### src/sudoku_params.svh
`ifndef SUDOKU_PARAMS_SVH
`define SUDOKU_PARAMS_SVH

// ==================================================
// board geometry
// ==================================================

// cells along one row, column or box line
`define BOARD_SIDE  9

// box edge
`define BOX_SIDE    3

// whole board in row-major order
`define CELL_COUNT  81

// digits 1..9
`define DIGIT_COUNT 9

// selector answer when no empty cell has a candidate
`define NO_CELL     81

`endif

### src/sudokuPkg.sv
`default_nettype none

`include "sudoku_params.svh"

package sudokuPkg;

    // ==================================================
    // value types
    // ==================================================

    // one cell digit where 0 means empty
    typedef logic [3:0] cellValue;

    // bit k = digit k+1 (used or candidate)
    typedef logic [`DIGIT_COUNT-1:0] digitMask;

    // row-major position 0..80 or 81 for none
    typedef logic [6:0] cellIndex;

    // number of entries on the search stack
    typedef logic [6:0] stackDepth;

    // 0..9 candidates or 10 as none yet
    typedef logic [3:0] candCount;

    // ==================================================
    // search FSM
    // ==================================================

    typedef enum logic [2:0] {
        Idle,
        Load,
        Select,
        Try,
        Clear,
        Retry,
        Emit
    } searchState;

endpackage

`default_nettype wire

### src/candidateIf.sv
`timescale 1ns/10ps
`default_nettype none

interface candidateIf import sudokuPkg::*; ();

    // board status combinational from the current board
    logic     solved;
    logic     contradiction;
    // MRV pick
    cellIndex bestIdx;
    // candidate lookup for the stack top
    cellIndex probeIdx;
    digitMask probeMask;

    modport evalPort (
        output solved,
        output contradiction,
        output probeMask,
        input  probeIdx
    );

    modport selectPort (
        output bestIdx
    );

    modport searchPort (
        input  solved,
        input  contradiction,
        input  bestIdx,
        input  probeMask,
        output probeIdx
    );

endinterface

`default_nettype wire

### src/cellSelector.sv
`timescale 1ns/10ps
`default_nettype none

`include "sudoku_params.svh"

module cellSelector import sudokuPkg::*; (
    input  digitMask candidates [`CELL_COUNT],
    candidateIf.selectPort cand
);

    // plain adder-chain popcount
    function automatic candCount countBits(input digitMask m);
        candCount n;
        n = '0;
        for (int k = 0; k < `DIGIT_COUNT; k++) begin
            n += candCount'(m[k]);
        end
        return n;
    endfunction

    // ==================================================
    // minimum remaining values scan
    // ==================================================

    candCount bestCount;
    cellIndex bestSoFar;

    always_comb begin
        candCount n;
        n = '0;
        // start above any real count
        bestCount = candCount'(`DIGIT_COUNT + 1);
        bestSoFar = cellIndex'(`NO_CELL);
        for (int i = 0; i < `CELL_COUNT; i++) begin
            n = countBits(candidates[i]);
            // strict compare keeps the lowest index on ties
            // filled cells have zero candidates and drop out
            if (n != '0 && n < bestCount) begin
                bestCount = n;
                bestSoFar = cellIndex'(i);
            end
        end
    end

    assign cand.bestIdx = bestSoFar;

endmodule

`default_nettype wire

### src/flat_wrapper.sv
// flat-port wrapper written by rule: the top's interface ports become plain ports
module cellSelector_flat import sudokuPkg::*;
  (candidates, cand_bestIdx);
  candidateIf cand_i ();
  input  digitMask candidates[`CELL_COUNT];
  output wire logic [$bits(cand_i.bestIdx)-1:0] cand_bestIdx;
  assign cand_bestIdx = cand_i.bestIdx;
  cellSelector u_core (.candidates(candidates), .cand(cand_i));
endmodule
### config.mk
export PLATFORM = sky130hd
export DESIGN_NAME = cellSelector_flat
export DESIGN_NICKNAME = d
export VERILOG_FILES = /design/src/sudokuPkg.sv /design/src/candidateIf.sv /design/src/cellSelector.sv /design/src/flat_wrapper.sv
export VERILOG_INCLUDE_DIRS = /design/src /design/src/src
export SDC_FILE = /design/constraint.sdc
export NUM_CORES = 2
export LEC_CHECK = 0
export ABC_AREA = 1
export BUFFER_PORTS_ARGS = -buffer_cell sky130_fd_sc_hd__buf_2
export CAP_MARGIN = 0
export CORE_UTILIZATION = 40
export DETAILED_ROUTE_END_ITERATION = 8
export GPL_TIMING_DRIVEN = 0
export MAX_ROUTING_LAYER = met4
export PLACE_DENSITY_LB_ADDON = 0.05
export SLEW_MARGIN = 30
export SYNTH_ARGS = -nofsm -noshare
export SYNTH_HDL_FRONTEND = slang
export SYNTH_SLANG_ARGS = --single-unit
### constraint.sdc
create_clock -name vclk -period 99
set_input_delay 4.95 -clock vclk [all_inputs]
set_output_delay 4.95 -clock vclk [all_outputs]
set_load 0.01 [all_outputs]
* Yosys cells after proc, flatten, opt, wreduce, memory -nomap -nowiden *
Cells that the tools add are included.

word-level totals
  bits in registers = 0
  word-level logic and storage cells = 1052

cells by class
  $add $sub $neg = 648
  magnitude comparators = 81
  multiplexer cells = 161
  reductions and logical operators = 162

operators with widths
  operator                                           number
  4-bit by 1-bit adder with 4-bit output             567
  7-bit two-way mux                                  81
  4-bit nonzero test                                 81
  4-bit less-than comparator                         80
  4-bit two-way mux                                  80
  1-bit by 1-bit adder with 2-bit output             81
  1-bit logical AND                                  81
  4-bit less-than comparator, second input constant  1

* Depth between registers and ports, before layout *
  depth in word-level cells = 251
  gate-level depth with buffers = 575
  gate-level depth less buffers = 575

* Worst setup path after synthesis *
Ideal clock, no wire load.

  path kind = input port to output port
  from = input port candidates[720] (netlist bit)
  to = output port cand_bestIdx[6]
  arrival time = 71.531 ns
  required time = 94.050 ns
  slack = 22.519 ns
  stages on the path = 489
  path through = ha_1 -> inv_1 -> fa_1 -> fa_1 -> fa_1 -> inv_1 -> ha_1 -> inv_1 -> fa_1 -> inv_1 -> nor2_1 -> nand2_1 -> nand2_2 -> nand2_1 -> ha_1 -> a211oi_2 -> nand2_4 -> o21ai_0 -> (+453 left out) -> inv_2 -> nand2_4 -> o21ai_0 -> ha_1 -> inv_1 -> o21ai_1 -> inv_2 -> nand2_4 -> o21ai_0 -> ha_1 -> a211oi_1 -> nand2_4 -> nand2_1 -> o21ai_1 -> ha_1 -> a211oi_1 -> nand2_1 -> nand2_1

between the ends
  longest elaborated chain between the ends = 251
  elaborated cells on any way between the ends = 332
  classes of those cells = add/sub: 8; order compare: 81; mux: 161; reduce/logical: 82

ends and longest elaborated chain
  element                                                           RTL line            source
  start, declared                                                   flat_wrapper.sv:5   input digitMask candidates[`CELL_COUNT];
  1-bit by 1-bit adder with 2-bit output (*)                        cellSelector.sv:16  n += candCount'(m[k]);
  4-bit by 1-bit adder with 4-bit output (*) (7 in a row)           cellSelector.sv:16
  4-bit less-than comparator or 4-bit nonzero test (tied branches)  cellSelector.sv:38  if (n != '0 && n < bestCount) begin
  1-bit logical AND                                                 cellSelector.sv:38
  4-bit two-way mux                                                 cellSelector.sv:38
  4-bit less-than comparator                                        cellSelector.sv:38
  1-bit logical AND                                                 cellSelector.sv:38
  4-bit two-way mux                                                 cellSelector.sv:38
  (+229 left out)                                                   n/a
  1-bit logical AND                                                 cellSelector.sv:38
  4-bit two-way mux                                                 cellSelector.sv:38
  4-bit less-than comparator                                        cellSelector.sv:38
  1-bit logical AND                                                 cellSelector.sv:38
  4-bit two-way mux                                                 cellSelector.sv:38
  4-bit less-than comparator                                        cellSelector.sv:38
  1-bit logical AND                                                 cellSelector.sv:38
  7-bit two-way mux (*)                                             cellSelector.sv:38
  end, declared                                                     flat_wrapper.sv:6   output wire logic [$bits(cand_i.bestIdx)-1:0] cand_bestIdx;

Every way passes the cells marked *; elsewhere a longest branch is shown, timed or not.

* Final worst setup path *
  from = input port candidates[720] (netlist bit)
  to = output port cand_bestIdx[4]

Same word-level chain as after synthesis.

==> reports/qor.csv <==
stage;metric;value;unit
setup_path;crit_path_end_kind;output port;
route;first_pass_iters;5;
setup_path;critPathLaunchType;input port;
synth;yosys.area_share.adder;45.7;%
min_path;min_path_type;in -> out;
finish;numSequentialCells;0;
route;vias;31700;
global_route;use_met1;26.2;%
sta;period_needed;88.92;ns
global_route;grt_max_degree;11;
finish;fill_cells;8889;
die;fp.dieH;291;um
route;vias_per_cell;4.65;
die;start_util;40.5;%
sta;hold_viol;0;
synth;synth_top_family_by_area;adder cells;
setup_path;crit_start;candidates[720];
place;place_ws;9.64;ns
cts;postCtsSetupBuffers;0;
setup_path;cp_common_cell;ha_1;
route;drc;0;
finish;area_delta_synth_final;15.2;%
setup_path;slowest_delay;0.65;ns
sta;fin_crit_sh;89.8;%
global_route;grt_pass1_vias;31500;
sta;max_freq;0.0112;GHz
finish;multi_input_area;0.0281;mm2
finish;num-clock-buffers;0;
synth;yosysMostFrequentCell;inv_1;
synth;synthTopCellsByArea;fa_1 24%, ha_1 21%, inv_1 15%, nand2_1 12%, nand3_1 11%;
route;ant_nets;0;
sta;rsz0062_at_grt;no;
setup_path;cp_slowest_cell;a211oi_1;
global_route;antenna_found_initial;24;
route;routedWlPerCell;12.9;um
synth;syn_nets;6705;
synth;postSynthAreaPerCell;6.68;um2
die;dieArea;0.0846;mm2
cts;cts-hold-fix-buffers;0;
synth;synth_xor_area_share;2.10;%
synth;synth_mux_area_share;0;%
finish;design_area;0.0385;mm2
die;num_rows;105;
die;dieWidth;291;um
route;drt_wl_total;87.7;mm
global_route;grt.busiest_layer;met2;
global_route;use_met3;1.01;%
sta;setup_viol;0;
sta;worst_slew_pin_slew;0.732;ns
setup_path;crit_fanout;10;
place;place_inst;6806;
sta;drv_slew;0;
sta;slew_headroom;50.9;%
synth;ys_warn_count;0;
sta;final.setup.tns;0;ns
die;io_pins;736;
place;io_buffer_count;736;
synth;synth_top_cell_by_area;fa_1;
setup_path;cp.required;94.05;ns
finish;final_cells;6824;
setup_path;critPathArrivalTime;83.97;ns
setup_path;worstSetupPathType;in -> out;
place;dpl.hpwl;83.3;mm
synth;syn_area;0.0334;mm2
global_route;gr-total-overflow;0;
cts;cts_resized;0;
synth;synthSimpleGateAreaFrac;30.5;%
synth;synth.top_cell.area_share;24.3;%
finish;num-nets-final;7443;
flow_run;maxCapViolCount;0;
sta;postLayoutSetupSlackWorst;10.08;ns
synth;synth.yosys.seq_area_share;0;%
run_status;outcome;finished clean;
synth;synth_cells;5000;
synth;synth_common_cells;1320 x inv_1, 1063 x nand2_1, 737 x nand3_1, 571 x ha_1, 405 x fa_1;
global_route;met2_usage;39.3;%
die;core;0.0824;mm2
global_route;grt_pass1_wl;147;mm
global_route;grtUsageTotal;21.2;%
route;drt_iter0_drc;1083;
synth;synth_cell_types;34;
synth;synth-compound-area-share;6.06;%
finish;layout-drive-gt1-share;18.4;%
place;place_congestion;0.912;
place;place_area;0.0384;mm2
finish;ff_latch_area;0;um2
setup_path;worstSetupEndpoint;cand_bestIdx[4];
==> cell type report <==
cell class	instances	share of cell area (%)
Antenna cell	18	0.117
Multi-Input combinational cell	3602	73.2
Timing Repair Buffer	736	9.58
Inverter	1398	13.6
Tap cell	1070	3.48
==> metal layers <==
layer | wire length [um] | vias up | part of all wire (%)
met5 | 0 | - | 0
met1 | 39700 | 14400 | 45
met4 | 798 | 0 | 0.91
li1 | - | 16800 | -
met3 | 2310 | 44 | 2.6
met2 | 44900 | 482 | 51
==> cells in the final DEF, fill, tap and decap left out, drive strengths merged <==
cell type | synthesis | routed
nor4 | 2 | 2
nand3 | 739 | 739
a2111oi | 1 | 1
xnor2 | 78 | 78
a22oi | 10 | 10
diode | 0 | 18
fa | 405 | 405
o211ai | 1 | 1
ha | 571 | 571
o21ai | 185 | 185
a311oi | 2 | 2
inv | 1398 | 1398
and3 | 2 | 2
nand4 | 7 | 7
a211oi | 4 | 4
a31oi | 5 | 5
o211a | 1 | 1
nand3b | 2 | 2
buf | 0 | 736
nor3 | 81 | 81
o2111ai | 1 | 1
a221oi | 1 | 1
nand2 | 1224 | 1224
xor2 | 2 | 2
nor2 | 99 | 99
a21oi | 179 | 179
==> kinds of logic after synthesis <==
logic type,after synthesis
AO/OA/AOI/OAI,390
XOR/XNOR,80
adder cells (fa/ha/maj),976
buffers and inverters,1398
AND/OR/NAND/NOR,2156
==> stage by stage <==
stage / hold slack, ns / utilization, %
after global placement: 10.79 / 46.6
after CTS: 10.79 / 46.6
after floorplan: 10.44 / -
after detailed placement: 10.78 / 46.6
after global routing: 10.86 / 46.7
final: 10.79 / 46.7
==> worst max-delay path: cells and delay by family <==
kind | cells | cell delay, ns
buffers and inverters | 160 | 15.56
adder cells (fa/ha/maj) | 86 | 25.10
AND/OR/NAND/NOR | 86 | 8.24
AO/OA/AOI/OAI | 159 | 29.77
==> worst min-delay path by stage <==
stage | from | slack [ns] | to | depth (start not counted)
6_report | candidates[3] | 10.79 | cand_bestIdx[6] | 10
5_1_grt | candidates[3] | 10.86 | cand_bestIdx[6] | 10
4_1_cts | candidates[3] | 10.79 | cand_bestIdx[6] | 10
3_5_place_dp | candidates[3] | 10.78 | cand_bestIdx[6] | 10
3_3_place_gp | candidates[3] | 10.79 | cand_bestIdx[5] | 9
2_1_floorplan | candidates[3] | 10.44 | cand_bestIdx[4] | 8
Power is not shown: default switching activity piles up to over one toggle a cycle in this logic, so the estimate is an artifact.
