$ cat src/sudoku_params.svh
`ifndef SUDOKU_PARAMS_SVH
`define SUDOKU_PARAMS_SVH

// ==================================================
// board geometry
// ==================================================

// cells along one row, column or box line
`define BOARD_SIDE  9

// box edge
`define BOX_SIDE    3

// whole board in row-major order
`define CELL_COUNT  81

// digits 1..9
`define DIGIT_COUNT 9

// selector answer when no empty cell has a candidate
`define NO_CELL     81

`endif

$ cat src/sudokuPkg.sv
`default_nettype none

`include "sudoku_params.svh"

package sudokuPkg;

    // ==================================================
    // value types
    // ==================================================

    // one cell digit where 0 means empty
    typedef logic [3:0] cellValue;

    // bit k = digit k+1 (used or candidate)
    typedef logic [`DIGIT_COUNT-1:0] digitMask;

    // row-major position 0..80 or 81 for none
    typedef logic [6:0] cellIndex;

    // number of entries on the search stack
    typedef logic [6:0] stackDepth;

    // 0..9 candidates or 10 as none yet
    typedef logic [3:0] candCount;

    // ==================================================
    // search FSM
    // ==================================================

    typedef enum logic [2:0] {
        Idle,
        Load,
        Select,
        Try,
        Clear,
        Retry,
        Emit
    } searchState;

endpackage

`default_nettype wire

$ cat src/candidateIf.sv
`timescale 1ns/10ps
`default_nettype none

interface candidateIf import sudokuPkg::*; ();

    // board status combinational from the current board
    logic     solved;
    logic     contradiction;
    // MRV pick
    cellIndex bestIdx;
    // candidate lookup for the stack top
    cellIndex probeIdx;
    digitMask probeMask;

    modport evalPort (
        output solved,
        output contradiction,
        output probeMask,
        input  probeIdx
    );

    modport selectPort (
        output bestIdx
    );

    modport searchPort (
        input  solved,
        input  contradiction,
        input  bestIdx,
        input  probeMask,
        output probeIdx
    );

endinterface

`default_nettype wire

$ cat src/searchControl.sv
`timescale 1ns/10ps
`default_nettype none

`include "sudoku_params.svh"

module searchControl import sudokuPkg::*; (
    input  logic     clk,
    input  logic     rst_n,
    input  logic     inValid,
    candidateIf.searchPort cand,
    output logic     loadEn,
    output logic     updateEn,
    output cellIndex updateIdx,
    output cellValue updateVal,
    output cellIndex readIdx,
    output logic     emitEn
);

    // one-hot digit mask to cell value
    function automatic cellValue maskToDigit(input digitMask oneHot);
        cellValue v;
        v = '0;
        for (int k = 0; k < `DIGIT_COUNT; k++) begin
            if (oneHot[k]) begin
                v = cellValue'(k + 1);
            end
        end
        return v;
    endfunction

    searchState state;
    searchState nextState;
    stackDepth  depth;
    cellIndex   emitCnt;

    // stack entry = branch cell + digits already tried there
    cellIndex stackIdx   [`CELL_COUNT];
    digitMask stackTried [`CELL_COUNT];

    cellIndex topIdx;
    digitMask topTried;
    digitMask remaining;
    digitMask pickBit;
    logic     pushEn;

    // ==================================================
    // stack top view
    // ==================================================

    assign topIdx   = (depth != '0) ? stackIdx[depth - 1'b1] : '0;
    assign topTried = (depth != '0) ? stackTried[depth - 1'b1] : '0;

    assign cand.probeIdx = topIdx;

    // untried candidates of the top cell where the lowest one wins
    assign remaining = cand.probeMask & ~topTried;
    assign pickBit   = remaining & (~remaining + 1'b1);

    assign pushEn = (state == Select) && !cand.solved && !cand.contradiction;

    // ==================================================
    // next state
    // ==================================================

    always_comb begin
        nextState = state;
        case (state)
            Idle: begin
                if (inValid) begin
                    nextState = Load;
                end
            end
            Load: begin
                // first gap in in_valid starts the search
                if (!inValid) begin
                    nextState = Select;
                end
            end
            Select: begin
                if (cand.solved) begin
                    nextState = Emit;
                end else if (cand.contradiction) begin
                    // contradiction with nothing to undo means no solution
                    nextState = (depth == '0) ? Idle : Clear;
                end else begin
                    nextState = Try;
                end
            end
            Try:   nextState = Select;
            Clear: nextState = Retry;
            Retry: begin
                if (remaining != '0) begin
                    nextState = Try;
                end else if (depth > stackDepth'(1)) begin
                    nextState = Clear;
                end else begin
                    nextState = Idle;
                end
            end
            Emit: begin
                if (emitCnt == cellIndex'(`CELL_COUNT - 1)) begin
                    nextState = Idle;
                end
            end
            default: nextState = Idle;
        endcase
    end

    // ==================================================
    // board controls
    // ==================================================

    always_comb begin
        loadEn    = inValid && (state == Idle || state == Load);
        updateEn  = 1'b0;
        updateIdx = topIdx;
        updateVal = '0;
        case (state)
            Try: begin
                updateEn  = 1'b1;
                updateVal = maskToDigit(pickBit);
            end
            // undo the top placement
            Clear: updateEn = 1'b1;
            default: updateEn = 1'b0;
        endcase
    end

    assign emitEn  = (state == Emit);
    assign readIdx = emitCnt;

    // ==================================================
    // state, depth and emit counter
    // ==================================================

    always_ff @(posedge clk or negedge rst_n) begin
        if (!rst_n) begin
            state   <= Idle;
            depth   <= '0;
            emitCnt <= '0;
        end else begin
            state <= nextState;
            if (state == Idle) begin
                depth <= '0;
            end else if (pushEn) begin
                depth <= depth + 1'b1;
            end else if (state == Retry && remaining == '0) begin
                // pop since this cell has run out of digits
                depth <= depth - 1'b1;
            end
            if (state == Emit && nextState == Emit) begin
                emitCnt <= emitCnt + 1'b1;
            end else begin
                emitCnt <= '0;
            end
        end
    end

    // stack payload
    always_ff @(posedge clk) begin
        if (pushEn) begin
            stackIdx[depth]   <= cand.bestIdx;
            stackTried[depth] <= '0;
        end else if (state == Try) begin
            stackTried[depth - 1'b1] <= topTried | pickBit;
        end
    end

    // one entry per board cell at most
    assert property (@(posedge clk) disable iff (!rst_n) depth <= `CELL_COUNT);

    // evaluator must still offer a digit whenever a branch is tried
    assert property (@(posedge clk) disable iff (!rst_n) state == Try |-> remaining != '0);

endmodule

`default_nettype wire

$ cat src/flat_wrapper.sv
// flat-port wrapper written by rule: the top's interface ports become plain ports
module searchControl_flat import sudokuPkg::*;
  (clk, rst_n, inValid, loadEn, updateEn, updateIdx, updateVal, readIdx, emitEn, cand_solved, cand_contradiction, cand_bestIdx, cand_probeMask, cand_probeIdx);
  candidateIf cand_i ();
  input  logic clk;
  input  logic rst_n;
  input  logic inValid;
  output logic loadEn;
  output logic updateEn;
  output cellIndex updateIdx;
  output cellValue updateVal;
  output cellIndex readIdx;
  output logic emitEn;
  input wire logic [$bits(cand_i.solved)-1:0] cand_solved;
  input wire logic [$bits(cand_i.contradiction)-1:0] cand_contradiction;
  input wire logic [$bits(cand_i.bestIdx)-1:0] cand_bestIdx;
  input wire logic [$bits(cand_i.probeMask)-1:0] cand_probeMask;
  output wire logic [$bits(cand_i.probeIdx)-1:0] cand_probeIdx;
  assign cand_i.solved = cand_solved;
  assign cand_i.contradiction = cand_contradiction;
  assign cand_i.bestIdx = cand_bestIdx;
  assign cand_i.probeMask = cand_probeMask;
  assign cand_probeIdx = cand_i.probeIdx;
  searchControl u_core (.clk(clk), .rst_n(rst_n), .inValid(inValid), .cand(cand_i), .loadEn(loadEn), .updateEn(updateEn), .updateIdx(updateIdx), .updateVal(updateVal), .readIdx(readIdx), .emitEn(emitEn));
endmodule
$ cat config.mk
export PLATFORM = sky130hd
export DESIGN_NAME = searchControl_flat
export DESIGN_NICKNAME = d
export VERILOG_FILES = /design/src/sudokuPkg.sv /design/src/candidateIf.sv /design/src/searchControl.sv /design/src/flat_wrapper.sv
export VERILOG_INCLUDE_DIRS = /design/src /design/src/src
export SDC_FILE = /design/constraint.sdc
export NUM_CORES = 1
export LEC_CHECK = 0
export BUFFER_PORTS_ARGS = -buffer_cell sky130_fd_sc_hd__buf_2
export CAP_MARGIN = 40
export CELL_PAD_IN_SITES_DETAIL_PLACEMENT = 0
export CELL_PAD_IN_SITES_GLOBAL_PLACEMENT = 1
export CORE_ASPECT_RATIO = 0.75
export CORE_UTILIZATION = 44
export CTS_BUF_LIST = sky130_fd_sc_hd__clkbuf_8 sky130_fd_sc_hd__clkbuf_16
export DETAILED_ROUTE_END_ITERATION = 16
export PLACE_DENSITY = 0.67
export SLEW_MARGIN = 15
export SYNTH_ARGS = -nofsm -noshare
export SYNTH_HDL_FRONTEND = slang
export SYNTH_SLANG_ARGS = --single-unit
$ cat constraint.sdc
create_clock -name clk -period 8.9 [get_ports clk]
set_input_delay 0.445 -clock clk [delete_from_list [all_inputs] [get_ports clk]]
set_output_delay 0.445 -clock clk [all_outputs]
set_load 0.005 [all_outputs]
======== Word level (Yosys, flattened, before mapping) ========
Memory sizes are Yosys's and may differ from the RTL's.
Index checks and enable logic that the tools add are counted.
storage, ports and cells
  word-level logic and storage cells ...... 73
  output and inout port bits .............. 28
  bits in writable memories ............... 1296
  bits in registers ....................... 17
  memories kept ........................... 2
memory list
  name               words  width  rd ports  clocked after memory_dff  write ports  RTL line             RTL
  u_core.stackTried  81     9      1         0                         1            searchControl.sv:38  digitMask stackTried [`CELL_COUNT];
  u_core.stackIdx    81     7      1         0                         1            searchControl.sv:37  cellIndex stackIdx [`CELL_COUNT];
cells by class
  bitwise logic cells ..................... 5
  muxes and demuxes ....................... 34
  magnitude comparators ................... 1
  add/subtract/negate cells ............... 4
  reductions and logical operators ........ 16
  equality and inequality tests ........... 8
operators by type and width
  kind                                                  number
  two-way mux 7 bit                                     6
  two-way mux 3 bit                                     12
  one-hot mux 3 bit (7 select lines)                    1
  AND 9 bit                                             2
  two-way mux 9 bit                                     2
  NOT 9 bit                                             2
  adder 7 x 1 -> 7 bit (second input constant)          2
  equality test 3 bit (second input constant)           4
  two-way mux 4 bit                                     3
  adder 9 x 1 -> 9 bit (second input constant)          1
  zero test 9 bit                                       1
  bitwise OR 9 bit                                      1
  nonzero test 9 bit                                    1
  OR reduction 9 bit                                    1
  two-way mux 1 bit                                     8
  equality test 7 bit (second input constant)           1
  > comparator 7 x 1 -> 1 bit (second input constant)   1
  zero test 7 bit                                       1
  nonzero test 7 bit                                    1
  subtractor 7 x 1 -> 7 bit (second input constant)     1
  equality test 3 x 2 -> 1 bit (second input constant)  2
  logical AND 1 bit                                     5
  two-way mux 2 bit                                     2
  equality test 3 x 1 -> 1 bit (second input constant)  1
  5 further kinds                                       6

======== Depth between registers and ports, before layout ========
Gate-level depths: netlist (run 1).
An unclocked memory read counts as a cell.
  depth after elaboration ................. 18
  gate-level depth with buffers ........... 21
  gate-level depth less buffers ........... 12

======== Worst setup path after synthesis (run 1) ========
No wires, ideal clock.
  kind .................................... reg2reg
  from .................................... register u_core.depth[1]
  to ...................................... memory u_core.stackTried[0][8] (netlist name), data pin
  cell stages (with the launch flop) ...... 18
  data required time ...................... 8.261 ns
  arrival time ............................ 5.648 ns
  library setup time ...................... 0.639 ns
  path buffers ............................ 6
  setup slack ............................. 2.613 ns
  path through ............................ dfrtp_1 clkbuf_1 inv_1 ha_1 buf_4 buf_6 buf_6 buf_2 clkbuf_4 mux4_2 nand2_1 nand3_1 nand4_1 a311oi_2 o22ai_2 nor3_1 nand3b_1 a21oi_1
between the ends
  word-level cells in the longest chain between the ends .. 10
  elaborated cells between the ends (all ways) .. 11
  those cells by class .................... add/sub: 2; mux: 2; bitwise: 5; reduce/logical: 1; memory: 1
RTL lines
  item                             RTL line              RTL
  start: declaration               searchControl.sv:33   stackDepth depth;
  start signal: assignment         searchControl.sv:146  depth <= depth + 1'b1;
  start signal: assignment         searchControl.sv:149  depth <= depth - 1'b1;
  subtractor 7 x 1 -> 7 bit        searchControl.sv:51   assign topTried = (depth != '0) ? stackTried[depth - 1'b1] : '0;
  memory read (81 x 9 bit)         -
  two-way mux 9 bit (*)            searchControl.sv:51
  NOT 9 bit                        searchControl.sv:56   assign remaining = cand.probeMask & ~topTried;
  AND 9 bit                        searchControl.sv:56
  NOT 9 bit                        searchControl.sv:57   assign pickBit = remaining & (~remaining + 1'b1);
  adder 9 x 1 -> 9 bit             searchControl.sv:57
  AND 9 bit                        searchControl.sv:57
  bitwise OR 9 bit (*)             searchControl.sv:165  stackTried[depth - 1'b1] <= topTried | pickBit;
  two-way mux 9 bit (no line) (*)  -
  end: declaration                 searchControl.sv:38
Mark *: on every way between the ends. The rest lies on a longest branch, timed or not.

======== Final worst setup path (run 1) ========
  from .................................... register u_core.depth[0]
  to ...................................... output port updateVal[1]
between the ends
  word-level cells in the longest chain between the ends .. 17
  elaborated cells between the ends (all ways) .. 18
  those cells by class .................... add/sub: 2; mux: 10; bitwise: 4; reduce/logical: 1; memory: 1
RTL lines
  item                            RTL line              RTL
  subtractor 7 x 1 -> 7 bit       searchControl.sv:51
  memory read (81 x 9 bit)        -
  two-way mux 9 bit (*)           searchControl.sv:51
  NOT 9 bit (*)                   searchControl.sv:56
  AND 9 bit (*)                   searchControl.sv:56
  NOT 9 bit                       searchControl.sv:57
  adder 9 x 1 -> 9 bit            searchControl.sv:57
  AND 9 bit (*)                   searchControl.sv:57
  two-way mux 2 bit (2 in a row)  searchControl.sv:24   if (oneHot[k]) begin
  two-way mux 3 bit (4 in a row)  searchControl.sv:24
  two-way mux 4 bit               searchControl.sv:24
  two-way mux 4 bit (*)           searchControl.sv:24
  two-way mux 4 bit (*)           searchControl.sv:118  case (state)
  end: declaration                flat_wrapper.sv:11    output cellValue updateVal;
Marked as above.

==> metrics.md, run 1 <==
| Metric | Value |
|---|---|
| Die height | 301.0 um |
| Max-cap violations | 0 |
| Die area | 0.1206 mm^2 |
| Top cells by count, synth | 1296 x edfxtp_1, 359 x mux4_2, 198 x nor2_1 |
| Met2 Usage GRT | 31.22% |
| Adder-cell area share of the yosys netlist | 0.1193% |
| Synthesized cell area | 0.05244 mm^2 |
| Detailed-route via count | 26384 |
| Area contributors post-synth | edfxtp_1 74%, mux4_2 15%, nor2_1 1.4%, mux2i_1 1.3%, nand2_1 0.97% |
| Hold Crit Class | input pin to flip-flop |
| Sequential share of the synthesized area | 75.03% |
| Initial detailed-routing violation count | 3662 |
| Cell taking the most area after synthesis | edfxtp_1 |
| DR pass1 iterations | 8 |
| Max Clk Rate | 144.9 MHz |
| Post-place setup slack | 2.557 ns |
| Worst setup slack after layout | 1.999 ns |
| Fill cell count | 9210 |
| Slew Limit Fails | 0 |
| Slew margin rel. | 28.52% |
| Fraction of layout cells with a size suffix above 1 | 28.32% |
| Simple-Gate Fraction of Synth Area | 3.961% |
| Final core occ | 50.40% |
| Largest net degree at the start of global routing | 145 |
| Mapped Cells | 2522 |
| Count of cell types in the netlist | 82 |
| TritonCTS clock tree | yes |
| Setup crit end kind | output pin |
| Peak VDD IR | 678.4 uV |
| Gpl congestion | 0.8505 |
| Post-synthesis compound-gate area fraction | 1.949% |
| Post-synthesis xor/xnor area fraction | 0.2481% |
| Synth warn | 0 |
| Global Route met3 Usage | 5.248% |
| Post-synth EDFFs | 1296 |
| CORE AREA | 0.1180 mm^2 |
| P&R area growth vs syn | 13.38% |
| Clk Latency, worst-skew pair | 0.75 ns |
| CTS-repair resized insts | 0 |
| P per Cell Area | 339.7 mW/mm^2 |
| GR Layer Usage met1 | 33.61% |
| Detail Placement HPWL | 81.78 mm |
| CTS Root Cell | clkbuf_16 |
| Initial antenna violation count | 5 |
| Total CTS buffers | 121 |
| Final wirelength | 130.6 mm |
| Vias in the first global route | 26258 |
| Post-Syn Nets | 2548 |
| Mux cell area share after synthesis | 16.88% |
| Count leader, synth | edfxtp_1 |
| Max stage delay on crit path | 0.85 ns |
| CP Cell Sequence | buf_12, buf_4, mux4_2, mux2i_1, o21ai_0, nor4_1, o21ai_0, a21boi_1, nor3_1, a221oi_1, buf_2 |
| CP Launch Type | flip-flop |
| DRC | 0 |
| Syn avg cell area | 20.79 um^2 |
| Die X | 400.6 um |
| Setup TNS | 0 ns |
| Endpoints failing hold | 0 |
| # IOs | 49 |
| IO buf count | 48 |
| CP most frequent cell | o21ai_0 |
| Htree depth | 3 |
| Post-synth top area share | 74.21% |
| Leak pwr | 18.89 nW |
| Via density | 6.042 |
| Nets | 2737 |
| Outcome | complete, no violations |
| R2r setup slk | 2.56 ns |
| Main synth FF type | edfxtp_1 |
| Post-DRT Antenna Nets | 0 |
| Worst-Margin Slew | 1.072 ns |
| Total GRT Usage | 21.67% |
| Reg clk slew, reported paths | 0.06 ns |
| Final Critical Period | 6.901 ns |
| CP Data Required Time | 8.46 ns |
| Final Setup Violations | 0 |
| Layer with the highest usage | met1 |
| Synth Register Bits | 1313 |
| Initial Utilization | 44.45% |
| Grt ovf | 0 |
| WL/cell | 29.90 um |
| CTS sink cnt | 1313 |
| Setup CP Type | flip-flop to output pin |
| Global-route wire length before repair | 188.3 mm |
| Max Clock Skew | 0.05082 ns |
| Data arrival, critical path | 6.46 ns |
| CTS max path bufs | 3 |
| Row cnt | 109 |
| FFs w/ async S/R, synth | 1.295% |
| Slowest CP cell | dfrtp_4 |
| Largest family of logic cells by synthesized area | multiplexers |
| Unrepaired setup endpoints after global routing | no |
| Crit share post-route | 77.53% |
| Worst Path Max Fanout | 107 |
## layout make-up
cell class / instances / area, um^2 / area share, %
Clock inverter: 102 / 996.0 / 1.675
Timing Repair Buffer: 203 / 1792 / 3.014
Antenna cell: 2 / 5.005 / 0.008418
Multi-Input combinational cell: 1059 / 12290 / 20.67
Tap cell: 1554 / 1944 / 3.270
Clock buffer: 121 / 3028 / 5.093
Sequential cell: 1313 / 39350 / 66.18
Inverter: 13 / 51.30 / 0.08628
## metrics by stage
stage               hold WS [ns]  total power, mW  area [um^2]  std cells
finish                   0.08524            20.20        59450       4367
global route             0.05429            20.93        59450       4365
CTS                      0.08159            20.25        59170       4351
detailed placement        0.4116            15.00        55140       4127
global placement          0.4089            14.86        54420       4055
floorplan                 0.1494            12.57        52440       2522
## report_power, final
group	switching (mW)	total (mW)	internal, mW
Clock	2.29	5.28	2.99
Combinational	4.52	7.66	3.13
Sequential	0.0777	7.26	7.18
## registers in the layout, summed over array words and instances (netlist names)
signal / flops
u_core.state: 3
u_core.stackIdx: 567
u_core.stackTried: 729
u_core.readIdx: 7
u_core.depth: 7
## per-layer routing
layer  part of all wire (%)  wire length [um]
met1                     45             58370
met2                     44             57730
met3                    9.6             12560
met4                    1.5              1916
met5                  0.010                13
## critical path, delay by kind of cell, from the launching register on
family	cells	cell delay (ns)
simple gates	2	0.81
compound gates	4	1.49
mux	2	0.78
flops	1	0.85
buf+inv	3	1.63
## cells in the final DEF, fill, tap and decap left out, types with 7 or more instances in the layout
cell and instances:
bufinv_16 18, nand4_1 13, edfxtp_1 1296, a21oi_1 37, clkinv_1 29, buf_12 7, a31oi_1 9, clkinv_2 22
clkinvlp_4 7, buf_2 49, nor3_1 13, mux2_2 7, o22ai_1 10, inv_1 30, o21ai_0 17, and3_1 9
o31ai_1 11, mux2i_1 66, nor2_1 183, clkbuf_16 121, dfrtp_1 16, buf_8 10, buf_16 9, nor2_2 10
buf_6 13, nand3_1 45, mux4_2 359, a211oi_1 11, buf_4 111, nand2_1 136
## logic make-up (layout without fill, tap and decap cells)
family	Yosys count	after routing
AO/OA/AOI/OAI	147	147
XOR/XNOR	11	11
adder cells (fa/ha/maj)	5	5
buffers and inverters	150	439
flip-flops	1313	1313
multiplexers	433	433
other	0	2
AND/OR/NAND/NOR	463	463
## what timing repair did
item | in CTS | in global routing
buffers inserted | 0 | 0
endpoints found under the hold margin | 17 | 0
hold buffers | 1 | 0
## final timing paths
kind,cells past startpoint,startpoint,to
min in group asynchronous,2,rst_n,u_core.depth[1]
max reg2reg,14,u_core.depth[0],u_core.stackTried[60][7]
min reg2reg,1,u_core.readIdx[0],u_core.readIdx[0]
max in group asynchronous,2,rst_n,u_core.depth[0]
min,2,cand_bestIdx[2],u_core.stackIdx[43][2]
max,11,u_core.depth[0],updateVal[1]
No activity file was read; power rests on OpenSTA's default activity.
==> run 2: changes to the inputs <==
==> constraint.sdc (replaced) <==
create_clock -name clk -period 7 [get_ports clk]
set_input_delay 0.35 -clock clk [delete_from_list [all_inputs] [get_ports clk]]
set_output_delay 0.35 -clock clk [all_outputs]
set_load 0.005 [all_outputs]
==> run 2 against run 1 <==
Against the previous run: sequential share of layout area shrank 0.12 points; via count fell by 0.25%; combinational power is 30% higher; register-to-register slack got worse by 1.9 ns; count of clock-buffer cells in the layout grew 14; total power rose by 28%; global-route usage shrank 0.34 points; clock power increased by 25%; highest routed layer unchanged.
==> metrics.md, run 2 (synthesis results as in run 1) <==
| Metric | Value |
|---|---|
| Via density | 5.993 (-0.80%) |
| Postcts setup bufs | 0 (unchanged) |
| Worst Path Max Fanout | 38 (-64%) |
| Slowest CP cell | ha_4 |
| Grt ovf | 0 (unchanged) |
| Slew margin rel. | 36.04% (+7.5 points) |
| Final core occ | 50.49% (+0.091 points) |
| Data arrival, critical path | 6.25 ns (-0.21 ns) |
| Final Critical Period | 6.602 ns |
| Row cnt | 109 (unchanged) |
| Commonest non-fill, non-tap cell in the layout | edfxtp_1 |
| CP Data Required Time | 6.65 ns (-1.81 ns) |
| Leak pwr | 19.04 nW (+0.76%) |
| Max stage delay on crit path | 0.80 ns (-0.05 ns) |
| Setup CP Type | flip-flop to output pin |
| Vias in the first global route | 26386 (+0.49%) |
| Register Area | 0.03935 mm^2 (unchanged) |
| CORE AREA | 0.1180 mm^2 (unchanged) |
| Slew Limit Fails | 0 (unchanged) |
| CTS-repair resized insts | 0 (unchanged) |
| Die X | 400.6 um (unchanged) |
| DR pass1 iterations | 8 (unchanged) |
| Reg clk slew, reported paths | 0.06 ns (about the same) |
| CP Buf/Inv Count | 3 (unchanged) |
| Post-DRT Antenna Nets | 0 (unchanged) |
| Total CTS buffers | 131 (+8.3%) |
| TritonCTS clock tree | yes |
| Hold Slack | 0.02147 ns (-0.06377 ns) |
| CTS Root Cell | clkbuf_16 |
| Largest net degree at the start of global routing | 104 (-28%) |
| P&R area growth vs syn | 13.58% |
| Fraction of layout cells with a size suffix above 1 | 28.39% (+0.068 points) |
| DRC | 0 (unchanged) |
| Fin area | 0.05956 mm^2 (+0.18%) |
| Biggest register | u_core.stackTried |
| Initial detailed-routing violation count | 3105 (-15%) |
| Die height | 301.0 um (unchanged) |
| Endpoints failing hold | 0 (unchanged) |
| Total GRT Usage | 21.32% (-0.34 points) |
| CP Cell Sequence | inv_1, ha_4, buf_4, mux4_2, mux4_2, a2111o_1, a311oi_1, nand4bb_2, nor3_1, a221oi_1, buf_2 |
| Detailed-route via count | 26317 (-0.25%) |
| Hold Crit Class | input pin to flip-flop |
| CP most frequent cell | mux4_2 |
| WL/cell | 29.02 um (-3.0%) |
| IO buf count | 48 (unchanged) |
| Clk Latency, worst-skew pair | 0.77 ns (+0.02 ns) |
| Max-cap violations | 0 (unchanged) |
| Top Family by Delay on Critical Path | compound AO/OA/AOI/OAI gates |
| Initial antenna violation count | 3 (-2) |
| # hold bufs at CTS | 2 (+1) |
| Setup crit end kind | output pin |
| Die area | 0.1206 mm^2 (unchanged) |
| Gpl congestion | 0.8928 (+5.0%) |
| Unrepaired setup endpoints after global routing | no |
| CTS max path bufs | 3 (unchanged) |
| Nets | 2764 (+0.99%) |
| Setup TNS | 0 ns (unchanged) |
| Max Clk Rate | 151.5 MHz |
| # IOs | 49 (unchanged) |
| Global-route wire length before repair | 184.6 mm (-2.0%) |
| Crit share post-route | 94.31% |
| Largest registers | u_core.stackTried: 729 flops, u_core.stackIdx: 567 flops |
| Max Clock Skew | 0.03173 ns (-0.01909 ns) |
| Detail Placement HPWL | 82.44 mm (+0.81%) |
| P per Cell Area | 432.7 mW/mm^2 (+27%) |
| Worst-Margin Slew | 0.9559 ns (-0.1163 ns) |
| Max reg flops | 729 (unchanged) |
| Initial Utilization | 44.45% (unchanged) |
| Htree depth | 4 (+1) |
| Most frequent cells in the layout | 1296 x edfxtp_1, 359 x mux4_2, 192 x nor2_1, 136 x nand2_1, 133 x clkbuf_16 |
| Final wirelength | 127.4 mm (-2.4%) |
| Area of the multi-input gates | 0.01227 mm^2 (-0.18%) |
| Peak VDD IR | 360.8 uV (-47%) |
| Fill cell count | 9234 (+0.26%) |
| Outcome | complete, no violations |
| Final Setup Violations | 0 (unchanged) |
| CTS sink cnt | 1313 (unchanged) |
| CP Launch Type | flip-flop |
| Placed cell areas | 0.05530 mm^2 (+0.30%) |
==> run 2: final cells by class <==
| cell class | instances | area share [%] |
|---|---|---|
| clock buffers | 135 | 5.634 |
| clock inverters | 96 | 1.076 |
| repair buffers | 220 | 3.277 |
| multi-input cells | 1059 | 20.60 |
| flip-flops and latches | 1313 | 66.06 |
| well taps | 1554 | 3.264 |
| diodes | 1 | 0.004201 |
| inverters | 13 | 0.08613 |
==> run 2: routing by layer <==
layer / track usage, % / wire, um / vias up
met3: 6.729 / 13370 / 210
met4: 6.273 / 2944 / 2
met1: 31.92 / 56020 / 13900
li1: - / - / 10904
met2: 29.88 / 55060 / 1301
met5: 0 / 11 / -
==> run 2: per-stage QoR <==
stage	power [mW]	cells	setup slack, ns
2_1_floorplan	15.98	2522	0.7128
3_3_place_gp	19.05	4047	1.113
3_5_place_dp	19.21	4147	0.8163
4_1_cts	25.79	4380	0.4760
5_1_grt	26.73	4390	0.2149
6_report	25.77	4391	0.3982
==> run 2: power breakdown <==
part	leakage (nW)	switching, mW	total, mW	internal [mW]
Clock	2.07	2.92	6.59	3.67
Combinational	4.92	5.95	9.99	4.05
Sequential	12.0	0.0614	9.19	9.13
Total	19.0	8.93	25.8	16.8
==> run 2: final timing paths <==
check | from | end | slack (ns) | depth (start not counted)
min | cand_bestIdx[3] | u_core.stackIdx[43][3] | 0.02 | 2
min reg2reg | u_core.readIdx[0] | u_core.readIdx[0] | 0.54 | 1
min in group asynchronous | rst_n | u_core.readIdx[6] | 0.09 | 2
max | u_core.depth[1] | updateVal[1] | 0.40 | 11
max in group asynchronous | rst_n | u_core.depth[0] | 6.56 | 2
max reg2reg | u_core.depth[1] | u_core.stackTried[62][8] | 0.69 | 13
